$ cat config.mk
export PLATFORM = sky130hd
export DESIGN_NAME = cache_ctrl
export DESIGN_NICKNAME = d
export VERILOG_FILES = /design/src/cache_ctl_pkg.sv /design/src/cache_ctrl.sv
export SDC_FILE = /design/constraint.sdc
export NUM_CORES = 1
export LEC_CHECK = 0
export ABC_CLOCK_PERIOD_IN_PS = 3500
export BUFFER_PORTS_ARGS = -buffer_cell sky130_fd_sc_hd__buf_4
export CELL_PAD_IN_SITES_DETAIL_PLACEMENT = 1
export CELL_PAD_IN_SITES_GLOBAL_PLACEMENT = 2
export CORE_MARGIN = 4
export CORE_UTILIZATION = 25
export DETAILED_ROUTE_END_ITERATION = 16
export PLACE_DENSITY = 0.85
export SLEW_MARGIN = 10
export SYNTH_ARGS = -nofsm -noshare
export SYNTH_HDL_FRONTEND = slang
export SYNTH_SLANG_ARGS = --single-unit
$ cat constraint.sdc
create_clock -name CPU_CLK -period 3.5 [get_ports CPU_CLK]
set_clock_uncertainty 0.1 [all_clocks]
set_input_delay 1.05 -clock CPU_CLK [delete_from_list [all_inputs] [get_ports CPU_CLK]]
set_output_delay 1.05 -clock CPU_CLK [all_outputs]
set_load 0.01 [all_outputs]
$ cat src/cache_ctl_pkg.sv
`default_nettype none

package cache_ctl_pkg;

  typedef enum logic [1:0] {
    op_read     = 2'd0,
    op_write    = 2'd1,
    op_tlb_load = 2'd2
  } cache_op_e;

  // Controller states, one request at a time.
  typedef enum logic [2:0] {
    st_idle      = 3'd0,
    st_lookup    = 3'd1,
    st_refill    = 3'd2,
    st_write_mem = 3'd3,
    st_fill_done = 3'd4,
    st_respond   = 3'd5
  } ctrl_state_e;

endpackage

`default_nettype wire

$ cat src/cache_ctrl.sv
`default_nettype none

module cache_ctrl (
  input  wire                      CPU_CLK,
  input  wire                      RST,
  input  wire                      req,
  input  wire cache_ctl_pkg::cache_op_e op,
  output logic                     busy,
  output logic                     done,
  output logic                     fault,
  output logic                     lookup,
  output logic                     tlb_we,
  output logic                     fill_we,
  output logic                     hit_we,
  output logic                     mem_start,
  output logic                     mem_write,
  input  wire                      tlb_fault,
  input  wire                      hit,
  input  wire                      beat_valid,
  input  wire                      last
);

  cache_ctl_pkg::ctrl_state_e state;
  cache_ctl_pkg::cache_op_e   op_q;
  logic                       is_write;
  logic                       in_idle;
  logic                       in_lookup;

  assign in_idle = (state == cache_ctl_pkg::st_idle);
  assign in_lookup = (state == cache_ctl_pkg::st_lookup);
  assign is_write = (op_q == cache_ctl_pkg::op_write);

  assign busy = !in_idle;

  // Both arrays sample the request in the cycle of req.
  assign lookup = in_idle && req && (op != cache_ctl_pkg::op_tlb_load);
  assign tlb_we = in_idle && req && (op == cache_ctl_pkg::op_tlb_load);

  // Lookup results are valid while in st_lookup.
  assign hit_we = in_lookup && !tlb_fault && is_write && hit; // Write hits update the word.
  assign mem_start = in_lookup && !tlb_fault && (is_write || !hit);
  assign mem_write = is_write;

  assign fill_we = (state == cache_ctl_pkg::st_refill) && beat_valid;

  always_ff @(posedge CPU_CLK)
  begin
    if (!RST)
    begin
      state <= cache_ctl_pkg::st_idle;
      op_q <= cache_ctl_pkg::op_read;
      done <= 1'b0;
      fault <= 1'b0;
    end
    else
    begin
      done <= 1'b0;
      case (state)
        cache_ctl_pkg::st_idle:
        begin
          if (req)
          begin
            op_q <= op;
            fault <= 1'b0;
            if (op == cache_ctl_pkg::op_tlb_load)
              state <= cache_ctl_pkg::st_respond; // Entry is written at req.
            else
              state <= cache_ctl_pkg::st_lookup;
          end
        end
        cache_ctl_pkg::st_lookup:
        begin
          if (tlb_fault)
          begin
            fault <= 1'b1; // No memory access on a fault.
            state <= cache_ctl_pkg::st_respond;
          end
          else if (is_write)
            state <= cache_ctl_pkg::st_write_mem;
          else if (hit)
            state <= cache_ctl_pkg::st_respond;
          else
            state <= cache_ctl_pkg::st_refill;
        end
        cache_ctl_pkg::st_refill:
        begin
          if (last)
            state <= cache_ctl_pkg::st_fill_done;
        end
        cache_ctl_pkg::st_write_mem:
        begin
          if (last)
          begin
            done <= 1'b1;
            state <= cache_ctl_pkg::st_idle;
          end
        end
        cache_ctl_pkg::st_fill_done,
        cache_ctl_pkg::st_respond:
        begin
          done <= 1'b1;
          state <= cache_ctl_pkg::st_idle;
        end
        default:
        begin
          state <= cache_ctl_pkg::st_idle;
        end
      endcase
    end
  end

endmodule

`default_nettype wire

Word-level counts from Yosys, hierarchy flattened
Cells that the tools add are included.

RAM bits: 0. Latch bits: 0. Word-level logic and storage cells: 47. Output and inout bits: 9. Bits of input ports: 9. Memory bits (read-only): 0. Bits in registers: 7. Memories kept: 0.

Magnitude comparators: 0. Eq/ne operators: 12. Reductions and logical operators: 18. Add/subtract/negate cells: 0. Bitwise operators: 0. Multipliers: 0. Shifts and indexed selects: 0. Div/mod/pow operators: 0. Mux-type cells: 13.

Operators by type and width (number): 2-to-1 mux 3 bit (7); one-hot mux 3 bit (4 select lines) (1); inequality test 2 bit, second input constant (5); logical AND 1 bit (8); equality test 3 x 2 -> 1 bit, second input constant (2); equality test 3 bit, second input constant (2); AND reduction 3 bit (2); one-hot mux 1 bit (2 select lines) (2); equality test 3 x 1 -> 1 bit, second input constant (1); logical NOT 1 bit (3); logical NOT 3 bit (1); 2-to-1 mux 1 bit (3); equality test 2 x 1 -> 1 bit, second input constant (1); equality test 2 bit, second input constant (1); AND reduction 2 bit (1); nonzero test 2 bit (1); OR reduction 2 bit (1); logical OR 1 bit (1).

Logic depth before layout (Yosys ltp)
Depth after elaboration: 4. Gate-level depth with buffers: 4. Gate-level depth less buffers: 4.

Worst setup path before layout
No wires, ideal clock.

Kind: input-to-output. Start point: input req. End point: output lookup. Arrival time: 1.582 ns. Path buffers: 0. Required time: 2.350 ns. Path slack: 0.768 ns. Stages: 2. Path through: nor4b_4 -> nor2b_1.

Word-level cells in the longest chain between the ends: 2.

RTL lines: start, declared (line cache_ctrl.sv:6) `input wire req,`; logical AND 1 bit (2 in series) (line cache_ctrl.sv:36) `assign lookup = in_idle && req && (op != cache_ctl_pkg::op_tlb_load);`; end, declared (line cache_ctrl.sv:11) `output logic lookup,`.

No other way between the ends.

Worst setup path after layout
Start point: input tlb_fault. End point: output mem_start.

Word-level cells in the longest chain between the ends: 3.

RTL lines: start, declared (line cache_ctrl.sv:17) `input wire tlb_fault,`; logical NOT 1 bit (line cache_ctrl.sv:41) `assign mem_start = in_lookup && !tlb_fault && (is_write || !hit);`; logical AND 1 bit (2 in series) (line cache_ctrl.sv:41); end, declared (line cache_ctrl.sv:15) `output logic mem_start,`.

No other way between the ends.

==> key figures <==
Status
  • Status: finished, final reports clean

CTS
  • Clock Sink Count: 7
  • Num CTS Buffers: 3
  • Setup bufs post-CTS: 0
  • H-Tree Depth: 1
  • Clk buf depth: 2
  • Worst-Skew Late Latency: roughly 0.25 ns
  • Cts repair resizes: 0
  • Hold Buf Count CTS: 0
  • Clock transition at path regs: 0.05 ns
  • Root buf cell: clkbuf_4
  • CTS tree: yes

Yosys
  • Post-Synth Adder-Cell Area: 0
  • Simple-Gate Fraction of Synth Area: 0.396
  • XOR/XNOR Fraction of Synth Area: 0
  • Mean post-synth cell area: 8.47 um^2
  • Post-synth top area share: 0.352
  • Top cell type by total area after synthesis: dfxtp_1
  • Post-synthesis mux area share: 0.0755
  • Synth Instances: 47
  • Unique masters post-synth: 20
  • Net Count, Synth: between 50 and 60
  • EDFF count, synth: 0
  • Compound-Gate Fraction of Synth Area: 0.116
  • #FFs+latches synth: 7
  • Yosys warning count: 0
  • Sequential fraction of the synthesis area: 0.352
  • Largest family of logic cells by synthesized area: simple AND/OR/NAND/NOR gates
  • Synth top cells by count: dfxtp_1 (7), nor2b_1 (5), a21oi_1 (4), nand2_1 (4), nor3_1 (4)
  • FFs w/ async S/R, synth: 0
  • Top cells by area, synth: dfxtp_1 (35%), nor2b_1 (7.9%), mux2i_1 (7.5%), nor4b_4 (6.0%), a21oi_1 (5.0%)
  • Most common cell in the synthesized netlist: dfxtp_1
  • Mapped Area: between 300 and 400 um^2
  • Top FF cell, synth: dfxtp_1

Die
  • DIE HEIGHT: between 40 and 50 um
  • Die area: roughly 0.0023 mm^2
  • Starting Density: 0.264
  • IO Pins: 18
  • Horiz. Die Dim: approximately 48 um
  • Core footprint: about 0.0015 mm^2
  • FP Rows: 14

Global route
  • Total gr overflow: 0
  • Busiest grt layer: met2
  • Vias in the first global route: roughly 360
  • Global-route wire length before repair: approximately 1400 um
  • Largest net degree at the start of global routing: 14
  • Antenna violations before repair: 0
  • Tot GR Track Use: 0.0944
  • GR Layer Usage met1: 0.115
  • Met2 Use GR: 0.137
  • Met3 Usage GRT: 0.0451

Run
  • Max-cap viol count: 0

Cells and area
  • Ratio of cells with drive above 1 in the final layout: 0.318
  • P&R area growth vs syn: 39.6%
  • ANT cells: 0
  • Final Util: 0.369
  • Nets: 76
  • Number of fill cells: about 190
  • Final Non-Filler Cells: around 80

Timing
  • Final setup vio count: 0
  • Worst-Margin Slew: around 0.45 ns
  • Setup tns final: 0 ns
  • Fin crit period: around 2.9 ns
  • Final max-slew violation count: 0
  • Final Hold Vio Count: 0
  • FMAX: ~340 MHz
  • Slew headroom: 0.702
  • RSZ-0062 raised after global routing: false
  • Final worst path period share: 0.843

Place
  • Gpl congestion: between 0.6 and 0.7
  • Placed wire-length estimate: 795 um
  • Cells after DPL: roughly 80
  • Port Buf Inserts: 17

Setup path
  • Most used cell, CP: buf_4
  • Crit path required time: roughly 2.4 ns
  • Worst Setup Path Type: in2out
  • Slowest CP cell: nand2b_1
  • Startpoint types: input pin
  • Critical path fanouts, max: 4
  • Worst-path cell chain: buf_4 > nand2b_1 > a21oi_1 > and2_1 > buf_4
  • Critical Path AT: 1.80 ns
  • Slowest stage delay, CP: 0.19 ns
  • Worst Setup End Kind: output port

Detailed routing
  • DR vias: about 400
  • Drt total wl: a little over 1000 um
  • Vias/cell: about 4.8
  • Drt pass-1 iters: 3
  • Post-DRT Antenna Nets: 0
  • Initial DRC Count: 1
  • WL/cell: 12.3 um
  • DRC: 0

Power and ir drop
  • Cell Pwr Density: just under 400 mW/mm^2
  • Pwr Total: 0.000218 W
  • Leakage Power: approximately 0.25 nW
  • Max VDD drop: between 0.2 and 0.25 mV

Min path
  • Hold Crit Class: reg2reg
==> logic make-up (layout without fill, tap and decap cells) <==
group                  after synthesis  count (layout)
multiplexers                         3               3
flip-flops                           7               7
buffers and inverters                4              23
AND/OR/NAND/NOR                     25              25
AO/OA/AOI/OAI                        8               8
==> worst max-delay path: cells and delay by family <==
family | cells | cell delay [ns]
buf+inv | 2 | 0.22
simple gates | 2 | 0.34
compound gates | 1 | 0.19
==> worst paths after layout <==
check | from | endpoint | slack [ns] | cells past startpoint
setup / recovery | tlb_fault | mem_start | 0.55 | 5
hold / removal | op_q[1] | op_q[1] | 0.40 | 2
setup reg to reg | state[1] | op_q[0] | 2.16 | 3
hold reg to reg | op_q[1] | op_q[1] | 0.40 | 2
==> per-stage QoR <==
stage / instance area, um^2 / hold slack [ns] / worst slack [ns]
3_5_place_dp: 529 / 0.399 / 0.545
6_report: 556 / 0.404 / 0.550
5_1_grt: 556 / 0.444 / 0.478
2_1_floorplan: 398 / 0.373 / 0.768
3_3_place_gp: 529 / 0.393 / 0.569
4_1_cts: 556 / 0.410 / 0.544
==> flip-flops by register name, indices dropped and copies added, names as in the netlist <==
| register | cells |
|---|---|
| done | 1 |
| op_q | 2 |
| state | 3 |
| fault | 1 |
==> layout make-up <==
type | count | area [um^2] | share of cell area
multi-input cells | 36 | 234 | 0.421
flip-flops and latches | 7 | 140 | 0.252
repair buffers | 17 | 128 | 0.230
clock buffers | 4 | 26.3 | 0.0473
well taps | 16 | 20.0 | 0.0360
inverters | 2 | 7.51 | 0.0135
==> where the power goes <==
group	switching (W)	leakage (nW)	internal, W	total [W]
clock network	0.0000288	0.0150	0.0000434	0.0000723
logic	0.0000225	0.174	0.0000287	0.0000512
registers	0.00000855	0.0573	0.0000857	0.0000943
total	0.0000598	0.247	0.000158	0.000218
==> cells in the final DEF (no fill, tap or decap) <==
cell type and count:
a211o_1 1, nor3_1 4, clkbuf_4 3, nor2b_1 5, and2_1 3, nor4_1 1, nor2_1 1, a21oi_1 4
or3_1 1, nand2b_1 3, nor4b_4 1, a211oi_1 1, clkbuf_1 1, nand2_1 4, o21ai_0 2, nand3_1 1
dfxtp_1 7, mux2i_1 3, inv_1 2, nor4b_1 1, buf_4 17
==> routing by layer <==
layer  vias up  routed length [um]
met4         0                  12
met1       180                 448
met2        11                 473
met3         2                  78
li1        200                   -
met5         -                   0
No activity file was read; power rests on OpenSTA's default activity.
