===== src/cache_geom_pkg.sv =====
`default_nettype none

package cache_geom_pkg;

  // Word and address widths.
  localparam int unsigned vaddr_w = 32;
  localparam int unsigned paddr_w = 26;
  localparam int unsigned data_w = 32;
  localparam int unsigned ppn_w = 16;
  localparam int unsigned vtag_w = 14;

  localparam int unsigned page_off_w = paddr_w - ppn_w; // Untranslated low address bits.

  // TLB index field of the virtual address.
  localparam int unsigned tlb_idx_lsb = 10;
  localparam int unsigned tlb_idx_w = 8;
  localparam int unsigned vtag_lsb = tlb_idx_lsb + tlb_idx_w; // Virtual tag sits above the index.

  // Cache line index field and word select.
  localparam int unsigned line_idx_lsb = 3;
  localparam int unsigned line_idx_w = 7;
  localparam int unsigned word_sel_bit = 2;

  // Array depths.
  localparam int unsigned tlb_depth = 256;
  localparam int unsigned line_count = 128;
  localparam int unsigned words_per_line = 2;
  localparam int unsigned word_sel_w = $clog2(words_per_line);
  localparam int unsigned data_depth = line_count * words_per_line;

endpackage

`default_nettype wire


===== src/mem_port.sv =====
`default_nettype none

module mem_port (
  input  wire                                 CPU_CLK,
  input  wire                                 RST,
  input  wire                                 mem_start,
  input  wire                                 mem_write,
  input  wire  [cache_geom_pkg::paddr_w-1:0]  paddr,
  input  wire  [cache_geom_pkg::data_w-1:0]   wdata,
  output logic                                mem_req,
  output logic                                mem_we,
  output logic [cache_geom_pkg::paddr_w-1:0]  mem_addr,
  output logic [cache_geom_pkg::data_w-1:0]   mem_wdata,
  input  wire                                 mem_ack,
  input  wire  [cache_geom_pkg::data_w-1:0]   mem_rdata,
  output logic                                beat_valid,
  output logic                                fill_sel,
  output logic [cache_geom_pkg::data_w-1:0]   fill_word,
  output logic                                last
);

  logic beat;
  logic rearm;

  assign beat_valid = mem_req && mem_ack && !mem_we;
  assign last = mem_req && mem_ack && (mem_we || beat);
  assign fill_sel = beat;
  assign fill_word = mem_rdata;

  always_ff @(posedge CPU_CLK)
  begin
    if (!RST)
    begin
      mem_req <= 1'b0;
      mem_we <= 1'b0;
      beat <= 1'b0;
      rearm <= 1'b0;
    end
    else if (mem_start)
    begin
      mem_req <= 1'b1;
      mem_we <= mem_write;
      beat <= 1'b0;
      rearm <= 1'b0;
    end
    else if (mem_req && mem_ack)
    begin
      mem_req <= 1'b0;
      mem_we <= 1'b0;
      if (!mem_we && !beat)
      begin
        beat <= 1'b1;
        rearm <= 1'b1; // Odd word goes out after one idle cycle.
      end
    end
    else if (rearm)
    begin
      mem_req <= 1'b1;
      rearm <= 1'b0;
    end
  end

  always_ff @(posedge CPU_CLK)
  begin
    if (mem_start)
    begin
      if (mem_write)
        mem_addr <= paddr;
      else
        mem_addr <= {paddr[cache_geom_pkg::paddr_w-1:cache_geom_pkg::line_idx_lsb],
                     {cache_geom_pkg::line_idx_lsb{1'b0}}}; // Refill starts at the even word.
      mem_wdata <= wdata;
    end
    else if (beat_valid && !beat)
      mem_addr[cache_geom_pkg::word_sel_bit] <= 1'b1;
  end

endmodule

`default_nettype wire


===== config.mk =====
export PLATFORM = sky130hd
export DESIGN_NAME = mem_port
export DESIGN_NICKNAME = d
export VERILOG_FILES = /design/src/cache_geom_pkg.sv /design/src/mem_port.sv
export SDC_FILE = /design/constraint.sdc
export NUM_CORES = 1
export LEC_CHECK = 0
export ABC_AREA = 1
export BUFFER_PORTS_ARGS = -buffer_cell sky130_fd_sc_hd__buf_4
export CAP_MARGIN = 20
export CORE_AREA = 2 2 77 79
export DETAILED_ROUTE_END_ITERATION = 8
export DIE_AREA = 0 0 79 81
export GPL_TIMING_DRIVEN = 0
export PLACE_DENSITY = 0.93
export SYNTH_ARGS = -nofsm -noshare
export SYNTH_HDL_FRONTEND = slang
export SYNTH_SLANG_ARGS = --single-unit

===== constraint.sdc =====
create_clock -name CPU_CLK -period 2.7 [get_ports CPU_CLK]
set_input_delay 0.27 -clock CPU_CLK [delete_from_list [all_inputs] [get_ports CPU_CLK]]
set_output_delay 0.27 -clock CPU_CLK [all_outputs]
set_load 0.05 [all_outputs]

After elaboration in Yosys (flattened, before gate mapping)
Index checks and enable logic that the tools add are counted.
{"block": "classes", "mux": 8, "bitwise_logic": 2, "reduce_logical": 14}
{"op": "$mux W1", "n": 7}
{"op": "$logic_and A1 B1 Y1", "n": 5}
{"op": "$reduce_bool A2 Y1", "n": 2}
{"op": "$mux W3", "n": 1}
{"op": "$reduce_bool A3 Y1", "n": 1}
{"op": "$reduce_or A3 Y1", "n": 1}
{"op": "$logic_not A1 Y1", "n": 2}
{"op": "$not A1 Y1", "n": 2}
{"op": "$reduce_and A2 Y1", "n": 1}
{"op": "$reduce_or A2 Y1", "n": 1}
{"op": "$logic_or A1 B1 Y1", "n": 1}
{"block": "totals", "ff_bits": 62, "input_bits": 95, "out_inout_bits": 95, "word_cells": 32}

Logic depth before layout (Yosys ltp)
Gate-level depths: netlist of the first run.
{"block": "depth", "depth_word": 5, "ltp_mapped": 4, "depth_no_buf": 4}

Worst setup path after synthesis of the first run
No wires, ideal clock.
{"block": "synth_path", "path_kind": "register -> output", "start": "reg mem_req", "end": "out last", "arrival_ns": 1.531, "required_ns": 2.430, "slack_ns": 0.899, "path_stages_with_launch": 3, "n_path_buf": 0, "path_cell_list": "dfxtp_1 > nand2_2 > nor2_1"}
{"block": "synth_via", "elab_chain_len": 2}
{"item": "from (decl)", "line": "mem_port.sv:10", "text": "output logic mem_req,"}
{"item": "from (signal assigned)", "line": "mem_port.sv:34", "text": "mem_req <= 1'b0;"}
{"item": "from (signal assigned)", "line": "mem_port.sv:41", "text": "mem_req <= 1'b1;"}
{"item": "from (signal assigned)", "line": "mem_port.sv:48", "text": "mem_req <= 1'b0;"}
{"item": "$logic_and A1 B1 Y1 (2 in a row)", "line": "mem_port.sv:26", "text": "assign last = mem_req && mem_ack && (mem_we || beat);"}
{"item": "to (decl)", "line": "mem_port.sv:19", "text": "output logic last"}
No other way between the ends.

Worst setup path after layout of the first run
Same ends and word-level chain as after synthesis.

==> parameters.txt, run 1 <==
Parameter                              Value

Global route
  Total track usage ... 15.48%
  Via count of the first global-routing pass ... 1590
  Wire length of the first global-routing pass ... 7.334 mm
  Gr ovfl total ... 0
  Antenna violations before repair ... 0
  Pin count of the biggest net entering global routing ... 61

CTS
  CTS max path bufs ... 2
  H-tree levels ... 3
  Setup Fix Bufs, Post-CTS ... 0
  Quantity of gates resized following cts ... 0
  TritonCTS clock tree ... done
  CTS clock-pin slew for the worst setup and hold paths ... 0.07 ns
  Clock insertion delay at the later pin of the skew report ... 0.31 ns
  Hold_buf cts ... 0
  Cts bufs inserted ... 9
  Cell at the root of the clock tree ... sky130_fd_sc_hd__clkbuf_8
  Clock Sinks ... 62

STA
  Unrepaired setup endpoints after global routing ... no
  Final Hold Viols ... 0
  Final setup violation count ... 0
  Least-Margin Pin Slew ... 0.7128 ns
  Setup skew after layout ... 0.003396 ns
  Final setup slack of the worst path ... 1.266 ns
  Worst relative slew slack ... 52.48%
  Time the final worst path needs with I/O delays and setup ... 1.434 ns
  Setup TNS ... 0 ns
  Maximum achievable frequency ... 697.1 MHz
  Fin crit share ... 53.13%
  Final number of max-transition violations ... 0

Synthesis
  Syn_area_per_cell ... 18.32 um^2
  Post-synthesis instance total ... 119
  Basic-gate share of the synthesized area counting and, or, nand and nor cells ... 3.789%
  Portion of synthesized cell area occupied by the leading cell type ... 79.91%
  Largest cells by area after synthesis ... sky130_fd_sc_hd__edfxtp_1, sky130_fd_sc_hd__buf_4, sky130_fd_sc_hd__dfxtp_1, sky130_fd_sc_hd__nand2_1, sky130_fd_sc_hd__nor2_1
  Number of enable-type register cells in the synthesized netlist ... 58
  Share of cell area taken by muxes after synthesis ... 0%
  Most instantiated cells after synthesis ... sky130_fd_sc_hd__edfxtp_1, sky130_fd_sc_hd__buf_4, sky130_fd_sc_hd__nand2_1
  Part of the Yosys area used for sequential elements ... 83.58%
  Warning count from the yosys run ... 0
  Top FF cell, synth ... sky130_fd_sc_hd__edfxtp_1
  Area share of xor/xnor cells in the synthesized design ... 0%
  Most repeated cell in the gate-level netlist after synthesis ... sky130_fd_sc_hd__edfxtp_1
  Mapped cell area ... 2180 um^2
  Number of distinct standard cells referenced by the synthesized netlist ... 13
  Library cell with the largest summed area after synthesis ... sky130_fd_sc_hd__edfxtp_1
  Nets in the synthesized netlist ... 214
  Compound-gate portion of the synthesized area ... 0.9185%
  Dominant combinational cell family by area after synthesis ... buffers and inverters
  Asr flop ratio synth ... 0%
  Share of synthesized cell area in full adder, half adder and majority cells ... 0%
  Register bit count reported by yosys ... 62

Die
  Std cell rows ... 28
  Height of the chip ... 81 um
  IO Count ... 190
  Area of the die ... 6399 um^2
  Core Box Area ... 5675 um^2
  Die width ... 79 um
  Effective utilization at floorplan ... 38.40%

Pwr
  Peak supply drop ... 0.0003540 V
  Total power per unit cell area ... 736.9 nW/um^2
  Static power due to leakage ... 1.692 nW

Worst setup path
  Endpoint of the worst register-to-register path ... mem_addr[2]
  Critical Path Sink ... last
  Setup slack on the worst flop-to-flop path ... 1.65 ns
  Signal arrival time at the worst endpoint ... 1.16 ns
  Worst setup path category ... reg -> out
  CP Data Required Time ... 2.43 ns
  FF-to-FF path depth ... 3
  R2r startpoint ... mem_we
  Kind of start point of the critical path ... flop
  Worst Path Max Fanout ... 5
  Capturing element type of the critical path ... primary output
  Launching instance or port of the critical path ... mem_req

Detailed routing
  DRC viols ... 0
  Detailed-routing wirelength on met1 ... 1.543 mm
  Mean number of vias per cell ... 4.309
  Vias ... 1577
  Number of nets still failing antenna checks after routing ... 0
  Met3 wire len ... 675 um
  Number of detailed-route iterations in the first pass ... 4
  Iteration-0 DRC Markers ... 53
  Routed met2 length ... 2.907 mm
  Top routing layer used ... met4
  Overall routed net length ... 5.209 mm
  Routed len/inst ... 14.23 um

Flow run
  Max-capacitance violation count ... 0

Finish
  Antenna Cells ... 0
  Final Core Density ... 64.81%
  Area added between synthesis and finish ... 68.77%
  Nets@finish ... 382
  Proportion of layout cells with a drive suffix above 1 ... 70.79%

Run status
  Outcome ... finished, final reports clean

Placement
  Number of buffer cells added on primary ports ... 157
  Dpl ws ... 1.175 ns
  Global placement routability congestion ... 0.6818
  Placed wire-length estimate after detailed placement ... 4.180 mm

Hold path
  Type of the most critical hold path ... in -> reg
  Number of cells traversed by the worst hold path ... 1
-- metrics by stage --
step	std cells	cell area, um^2	hold slack, ns	total power [mW]
detailed placement	351	3452	0.4493	1.820
floorplan	119	2180	0.3689	1.577
CTS	366	3679	0.1084	2.742
global route	366	3679	0.1045	2.809
global placement	351	3452	0.4483	1.805
finish	366	3679	0.1243	2.711
-- layout by cell type (no fill, tap or decap), types with 2 or more instances in the layout --
cell type,n
sky130_fd_sc_hd__edfxtp_1,58
sky130_fd_sc_hd__bufinv_16,3
sky130_fd_sc_hd__nor2_1,5
sky130_fd_sc_hd__clkbuf_8,9
sky130_fd_sc_hd__nand2_1,6
sky130_fd_sc_hd__o21ai_0,2
sky130_fd_sc_hd__dfxtp_1,4
sky130_fd_sc_hd__inv_1,4
sky130_fd_sc_hd__buf_4,189
sky130_fd_sc_hd__nor2_2,2
sky130_fd_sc_hd__a21oi_1,2
-- worst min-delay path by stage --
stage	from	to	slack, ns
after CTS	wdata[1]	mem_wdata[1]	0.11
after global routing	wdata[27]	mem_wdata[27]	0.10
after global placement	wdata[14]	mem_wdata[14]	0.45
final	wdata[1]	mem_wdata[1]	0.12
after floorplan	paddr[10]	mem_addr[10]	0.37
after detailed placement	wdata[29]	mem_wdata[29]	0.45
-- registers in the layout, indices dropped and copies added (netlist names) --
register / cells
fill_sel: 1
mem_wdata: 32
mem_addr: 26
mem_req: 1
rearm: 1
mem_we: 1
-- metal layers --
metal  vias to the layer above  track usage [%]
li1                        727                -
met1                       708            15.28
met2                       134            28.47
met3                         8            5.333
met4                         0            8.448
met5                         -                0
-- cells by family after synthesis --
group	count (synthesis)
compound gates	4
buf+inv	36
flops	62
simple gates	17
-- area by class of cell --
class | count | area [um^2]
fill | 419 | 1997
sequential | 62 | 1822
timing repair buffer | 157 | 1179
buffer | 32 | 240.2
clock buffer | 10 | 127.6
multi-input combinational | 21 | 102.6
clock inverter | 5 | 98.84
tap | 75 | 93.84
inverter | 4 | 15.01
-- power breakdown --
part	internal [mW]	switching (mW)	total, mW
Sequential	1.13	0.0230	1.16
Clock	0.604	0.313	0.916
Combinational	0.210	0.428	0.638
Total	1.95	0.764	2.71
-- critical path: stages (launching register included) --
cell	delay (ns)
sky130_fd_sc_hd__dfxtp_1	0.41
sky130_fd_sc_hd__nand2_2	0.12
sky130_fd_sc_hd__nor2_1	0.12
sky130_fd_sc_hd__buf_4	0.20
(Power assumes the default switching activity.)
==> inputs of run 2 (changes only) <==
- ABC_AREA: 1 -> 0
- CORE_AREA: 2 2 77 79 -> 2 2 84 86
- DIE_AREA: 0 0 79 81 -> 0 0 86 88
- PLACE_DENSITY: 0.93 -> 0.84
- clock period: 2.7 -> 1.22 ns (I/O delays scaled with it)
==> parameters.txt, run 2 <==
Parameter                              Value

Worst setup path
  Kind of start point of the critical path ... flop
  Capturing element type of the critical path ... primary output
  R2r startpoint ... fill_sel
  Signal arrival time at the worst endpoint ... 1.08 ns (-0.08 ns)
  CP Data Required Time ... 1.10 ns (-1.33 ns)
  Endpoint of the worst register-to-register path ... mem_addr[2]
  FF-to-FF path depth ... 2 (-1)
  Worst Path Max Fanout ... 4 (-1)
  Worst setup path category ... reg -> out
  Setup slack on the worst flop-to-flop path ... 0.25 ns (-1.40 ns)

CTS
  Cell at the root of the clock tree ... sky130_fd_sc_hd__clkbuf_8
  Setup Fix Bufs, Post-CTS ... 0 (unchanged)
  CTS max path bufs ... 2 (unchanged)
  CTS clock-pin slew for the worst setup and hold paths ... 0.07 ns (about the same)
  Clock Sinks ... 62 (unchanged)
  Cts bufs inserted ... 9 (unchanged)
  H-tree levels ... 3 (unchanged)
  TritonCTS clock tree ... done
  Clock insertion delay at the later pin of the skew report ... 0.32 ns (about the same)

Finish
  Largest reg by FF count ... mem_wdata
  Largest registers in the final layout ... mem_wdata: 32 flops, mem_addr: 26 flops
  Proportion of layout cells with a drive suffix above 1 ... 62.65% (-8.1 points)
  Final Core Density ... 63.82% (-0.99 points)
  Leading cell types in the layout, fill and taps excluded ... sky130_fd_sc_hd__buf_4, sky130_fd_sc_hd__edfxtp_1, sky130_fd_sc_hd__dlygate4sd3_1
  Storage element area ... 1828 um^2 (+0.34%)
  Nets@finish ... 430 (+13%)
  Area added between synthesis and finish ... 94.32%
  Flip-flop count of the largest register after layout ... 32 (unchanged)
  Most common cell after layout, fill and taps aside ... sky130_fd_sc_hd__buf_4
  Antenna Cells ... 0 (unchanged)
  Area of the multi-input gates ... 141.4 um^2 (+38%)
  Number of fillers in the final layout ... 476 (+14%)

Pwr
  Proportion of power drawn by the clock network ... 29.1% (-4.7 points)
  Sequential share of power ... 43.9% (+1.2 points)
  Total power per unit cell area ... 1377 nW/um^2 (+87%)
  Relative contribution of combinational cells to total power ... 27.0% (+3.5 points)
  Peak supply drop ... 0.0006365 V (+80%)
  Internal Pwr Total ... 4.030 mW (+110%)
  Switching power total ... 1.809 mW (+140%)
  Switching Fraction ... 30.98% (+2.8 points)
  Static power due to leakage ... 1.884 nW (+11%)

STA
  Least-Margin Pin Slew ... 0.7868 ns (+0.07398 ns)
  Final setup violation count ... 0 (unchanged)
  Final number of max-transition violations ... 0 (unchanged)
  Time the final worst path needs with I/O delays and setup ... 1.201 ns
  Worst relative slew slack ... 47.55% (-4.9 points)
  Final Hold Viols ... 0 (unchanged)
  Final-layout worst hold slack ... 0.03094 ns (-0.09336 ns)
  Maximum achievable frequency ... 832.6 MHz
  Setup skew after layout ... 0.004503 ns (+0.001107 ns)
  Unrepaired setup endpoints after global routing ... yes
  Fin crit share ... 98.45%
  Setup TNS ... 0 ns (unchanged)

Detailed routing
  Number of nets still failing antenna checks after routing ... 0 (unchanged)
  Overall routed net length ... 6.215 mm (+19%)
  Mean number of vias per cell ... 4.281 (-0.64%)
  Number of detailed-route iterations in the first pass ... 4 (unchanged)
  Iteration-0 DRC Markers ... 82 (+55%)
  Vias ... 1798 (+14%)
  DRC viols ... 0 (unchanged)
  Routed len/inst ... 14.80 um (+4.0%)

Die
  Area of the die ... 7568 um^2 (+18%)
  Die width ... 86 um (+8.9%)
  Std cell rows ... 30 (+7.1%)
  Effective utilization at floorplan ... 32.84% (-5.6 points)
  IO Count ... 190 (unchanged)
  Core Box Area ... 6644 um^2 (+17%)
  Height of the chip ... 88 um (+8.6%)

Placement
  Placed wire-length estimate after detailed placement ... 4.115 mm (-1.6%)
  Number of buffer cells added on primary ports ... 157 (unchanged)
  Global placement routability congestion ... 0.6617 (-2.9%)

Hold path
  Type of the most critical hold path ... in -> reg
  Number of cells traversed by the worst hold path ... 2 (+1)
  Min-Delay Endpoint ... mem_req
  HP Start ... RST

Synthesis
  Warning count from the yosys run ... 0 (unchanged)
  Top FF cell, synth ... sky130_fd_sc_hd__edfxtp_1
  Largest cells by area after synthesis ... sky130_fd_sc_hd__edfxtp_1, sky130_fd_sc_hd__buf_4, sky130_fd_sc_hd__dfxtp_1, sky130_fd_sc_hd__nand2_1, sky130_fd_sc_hd__nor4b_2
  Part of the Yosys area used for sequential elements ... 83.49% (-0.096 points)
  Most instantiated cells after synthesis ... sky130_fd_sc_hd__edfxtp_1, sky130_fd_sc_hd__buf_4, sky130_fd_sc_hd__dfxtp_1, sky130_fd_sc_hd__nand2_1, sky130_fd_sc_hd__nor2_1
  Library cell with the largest summed area after synthesis ... sky130_fd_sc_hd__edfxtp_1
  Asr flop ratio synth ... 0% (unchanged)
  Register bit count reported by yosys ... 62 (unchanged)
  Nets in the synthesized netlist ... 207 (-3.3%)
  Portion of synthesized cell area occupied by the leading cell type ... 79.82% (-0.092 points)
  Number of distinct standard cells referenced by the synthesized netlist ... 14 (+1)
  Number of enable-type register cells in the synthesized netlist ... 58 (unchanged)
  Mapped cell area ... 2182 um^2 (+0.11%)
  Post-synthesis instance total ... 112 (-5.9%)
  Syn_area_per_cell ... 19.48 um^2 (+6.4%)
  Most repeated cell in the gate-level netlist after synthesis ... sky130_fd_sc_hd__edfxtp_1

Global route
  Via count of the first global-routing pass ... 1845 (+16%)
  Total track usage ... 16.09% (+0.61 points)
  Wire length of the first global-routing pass ... 9.094 mm (+24%)
  Gr ovfl total ... 0 (unchanged)
  Antenna violations before repair ... 0 (unchanged)
  Pin count of the biggest net entering global routing ... 65 (+6.6%)

Run status
  Outcome ... finished, final reports clean

Flow run
  Max-capacitance violation count ... 0 (unchanged)
## run 2: layout make-up
cell class	instances	area share, %
multi-input cells	18	3.334
repair buffers	212	41.04
plain buffers	32	5.665
flip-flops and latches	62	43.11
clock inverters	6	1.475
well taps	80	2.361
clock buffers	10	3.010
## run 2: timing repair
item,in CTS,in global routing
hold buffers,55,0
hold endpoints to repair,55,0
setup endpoints to repair,2,2
pin swaps,0,1
cloned,0,0
gates resized for setup,3,5
## run 2: power by group through the flow
stage / clock network (mW) / logic, mW / registers, mW
2_1_floorplan: 0 / 0.320 / 3.17
3_3_place_gp: 0 / 1.40 / 2.60
3_5_place_dp: 0 / 1.42 / 2.60
4_1_cts: 1.76 / 1.57 / 2.56
5_1_grt: 1.87 / 1.63 / 2.58
6_report: 1.70 / 1.58 / 2.56
## run 2: kinds of logic after synthesis
| group | count (synthesis) | share of synthesized area (%) |
|---|---|---|
| DFF | 62 | 83.49 |
| buffers and inverters | 32 | 11.01 |
| and+or+nand+nor | 14 | 4.071 |
| AOI/OAI and AO/OA | 4 | 1.433 |
## run 2: routing by layer
layer,up-vias,global-route usage (%),wire length [um]
li1,821,-,-
met1,839,17.38,2060
met2,132,29.03,3377
met3,6,7.352,745
met4,0,3.463,33
met5,-,0,0
## run 2: worst max-delay path, cell delays in order, from the launching register on
cell	delay [ns]
sky130_fd_sc_hd__dfxtp_2	0.38
sky130_fd_sc_hd__and3b_2	0.23
sky130_fd_sc_hd__buf_6	0.15
## run 2: worst max path at each step
stage | end | startpoint | cells after the start | slack, ns
after floorplan | mem_addr[2] | fill_sel | 2 | -0.03
after global placement | mem_addr[2] | mem_start | 2 | -0.008
after detailed placement | mem_addr[2] | mem_start | 2 | -0.06
after CTS | last | mem_req | 3 | 0.003
after global routing | beat_valid | mem_we | 2 | -0.03
final | beat_valid | mem_we | 2 | 0.02
## run 2: per-stage QoR
step                      area [um^2]  setup slack, ns  total power, mW  cells
after CTS                        4223         0.003417            5.897    420
after detailed placement         3472         -0.06176            4.029    349
after global placement           3472        -0.008464            4.001    349
final                            4240          0.01891            5.839    420
after global routing             4240         -0.02942            6.081    420
after floorplan                  2193         -0.02640            3.490    112
==> inputs of run 3 (changes only) <==
- PLACE_DENSITY: 0.84 -> 0.72
==> parameters.txt, run 3 (synthesis results as in run 2) <==
Parameter                              Value

Detailed routing
  Detailed-routing wirelength on met1 ... 2.021 mm (-1.9%)
  Vias ... 1757 (-2.3%)
  Top routing layer used ... met4
  Mean number of vias per cell ... 4.164 (-2.7%)
  Routed met2 length ... 3.217 mm (-4.7%)
  Number of detailed-route iterations in the first pass ... 4 (unchanged)
  Iteration-0 DRC Markers ... 63 (-23%)
  Met3 wire len ... 596 um (-20%)
  DRC viols ... 0 (unchanged)
  Number of nets still failing antenna checks after routing ... 0 (unchanged)
  Routed len/inst ... 14.17 um (-4.3%)
  Overall routed net length ... 5.979 mm (-3.8%)

Die
  Height of the chip ... 88 um (unchanged)
  Std cell rows ... 30 (unchanged)
  Die width ... 86 um (unchanged)
  IO Count ... 190 (unchanged)
  Effective utilization at floorplan ... 32.84% (unchanged)
  Area of the die ... 7568 um^2 (unchanged)
  Core Box Area ... 6644 um^2 (unchanged)

CTS
  Clock Sinks ... 62 (unchanged)
  Cell at the root of the clock tree ... sky130_fd_sc_hd__clkbuf_8
  CTS max path bufs ... 2 (unchanged)
  Cts bufs inserted ... 9 (unchanged)
  TritonCTS clock tree ... done
  Clock insertion delay at the later pin of the skew report ... 0.33 ns (about the same)
  H-tree levels ... 3 (unchanged)
  CTS clock-pin slew for the worst setup and hold paths ... 0.06 ns (about the same)

Global route
  Wire length of the first global-routing pass ... 8.466 mm (-6.9%)
  Via count of the first global-routing pass ... 1752 (-5.0%)
  Pin count of the biggest net entering global routing ... 65 (unchanged)
  Antenna violations before repair ... 0 (unchanged)
  Total track usage ... 15.06% (-1.0 points)
  Gr ovfl total ... 0 (unchanged)

STA
  Final-layout worst hold slack ... 0.07257 ns (+0.04163 ns)
  Final setup violation count ... 0 (unchanged)
  Maximum achievable frequency ... 824.0 MHz (-1.0%)
  Final setup slack of the worst path ... 0.006387 ns (-0.01252 ns)
  Worst relative slew slack ... 47.61% (+0.058 points)
  Setup skew after layout ... 0.004905 ns (+0.0004012 ns)
  Fin crit share ... 99.48% (+1.0 points)
  Final number of max-transition violations ... 0 (unchanged)
  Least-Margin Pin Slew ... 0.7859 ns (-0.0008740 ns)
  Final Hold Viols ... 0 (unchanged)
  Unrepaired setup endpoints after global routing ... yes
  Time the final worst path needs with I/O delays and setup ... 1.214 ns (+0.01252 ns)

Run status
  Outcome ... finished, final reports clean

Finish
  Nets@finish ... 432 (+0.47%)
  Largest reg by FF count ... mem_wdata
  Proportion of layout cells with a drive suffix above 1 ... 61.99% (-0.66 points)
  Non-filler cells in the finished layout ... 422 (+0.48%)
  Flip-flop count of the largest register after layout ... 32 (unchanged)
  Most common cell after layout, fill and taps aside ... sky130_fd_sc_hd__buf_4
  Number of fillers in the final layout ... 494 (+3.8%)
  Antenna Cells ... 0 (unchanged)
  Largest registers in the final layout ... mem_wdata: 32 flops, mem_addr: 26 flops
  Final Core Density ... 64.16% (+0.34 points)
  Leading cell types in the layout, fill and taps excluded ... sky130_fd_sc_hd__buf_4, sky130_fd_sc_hd__edfxtp_1, sky130_fd_sc_hd__dlygate4sd3_1
  Area added between synthesis and finish ... 95.36%

Placement
  Dpl ws ... -0.04002 ns (+0.02174 ns)
  Global placement routability congestion ... 0.6953 (+5.1%)
  Placed wire-length estimate after detailed placement ... 3.873 mm (-5.9%)
  Instance count after placement with tap cells included ... 349 (unchanged)
  Number of buffer cells added on primary ports ... 157 (unchanged)

Worst setup path
  Worst setup path category ... reg -> out
  Stage delay of the slowest cell on the critical path ... 0.36 ns (-0.02 ns)
  CP Data Required Time ... 1.10 ns (about the same)
  Worst Path Max Fanout ... 4 (unchanged)
  Standard cell with the maximum stage delay on the critical path ... sky130_fd_sc_hd__dfxtp_4
  Kind of start point of the critical path ... flop
  Capturing element type of the critical path ... primary output
  Signal arrival time at the worst endpoint ... 1.09 ns (about the same)
  Cell chain of the critical path ... and3b_2, buf_8

Pwr
  Static power due to leakage ... 1.895 nW (+0.56%)
  Overall Power ... 5.839 mW (about the same)
  Total power per unit cell area ... 1370 nW/um^2 (-0.52%)
  Peak supply drop ... 0.0007742 V (+22%)

Flow run
  Max-capacitance violation count ... 0 (unchanged)

Hold path
  Type of the most critical hold path ... in -> reg
==> run 3: final cells by class <==
type | instances | area (um^2) | area share (%)
plain buffers | 32 | 240.2 | 5.635
multi-input cells | 18 | 141.4 | 3.317
clock buffers | 9 | 123.9 | 2.906
flip-flops and latches | 62 | 1831 | 42.94
repair buffers | 214 | 1762 | 41.33
well taps | 80 | 100.1 | 2.348
clock inverters | 7 | 65.06 | 1.526
==> run 3: path summary, 6_finish.rpt <==
path	start	to	slack, ns	cells past startpoint
worst max-delay path	mem_we	beat_valid	0.006	2
worst min-delay path	mem_write	mem_we	0.07	3
worst max register to register	mem_we	fill_sel	0.20	4
worst min register to register	mem_we	mem_we	0.53	2
==> run 3: report_power, final <==
group	total (mW)	internal, mW	leakage (nW)	switching [mW]
Sequential	2.56	2.51	0.602	0.0552
Clock	1.70	0.925	0.0880	0.776
Combinational	1.58	0.593	1.21	0.985
==> run 3: routing by layer <==
metal	track usage [%]	vias up
met4	8.369	0
met2	27.13	113
met1	16.10	804
met5	0	-
li1	-	828
met3	3.864	12
==> run 3: worst max-delay path: cells and delay by family, from the launching register on <==
family        cells  cell delay (ns)
buf+inv           1             0.15
flops             1             0.36
simple gates      1             0.26
==> run 3: through the flow <==
step	cell area [um^2]	TNS, ns
finish	4263	0
global route	4263	-0.02881
CTS	4232	-0.01691
detailed placement	3472	-0.04002
global placement	3472	-0.01494
floorplan	2193	-0.02640
==> run 3: timing repair <==
item,4_1_cts,5_1_grt
endpoints found under the hold margin,56,0
pin swaps,0,1
hold buffers,56,0
setup buffers,0,1
resized for setup,3,7
endpoints found under the setup margin,2,2
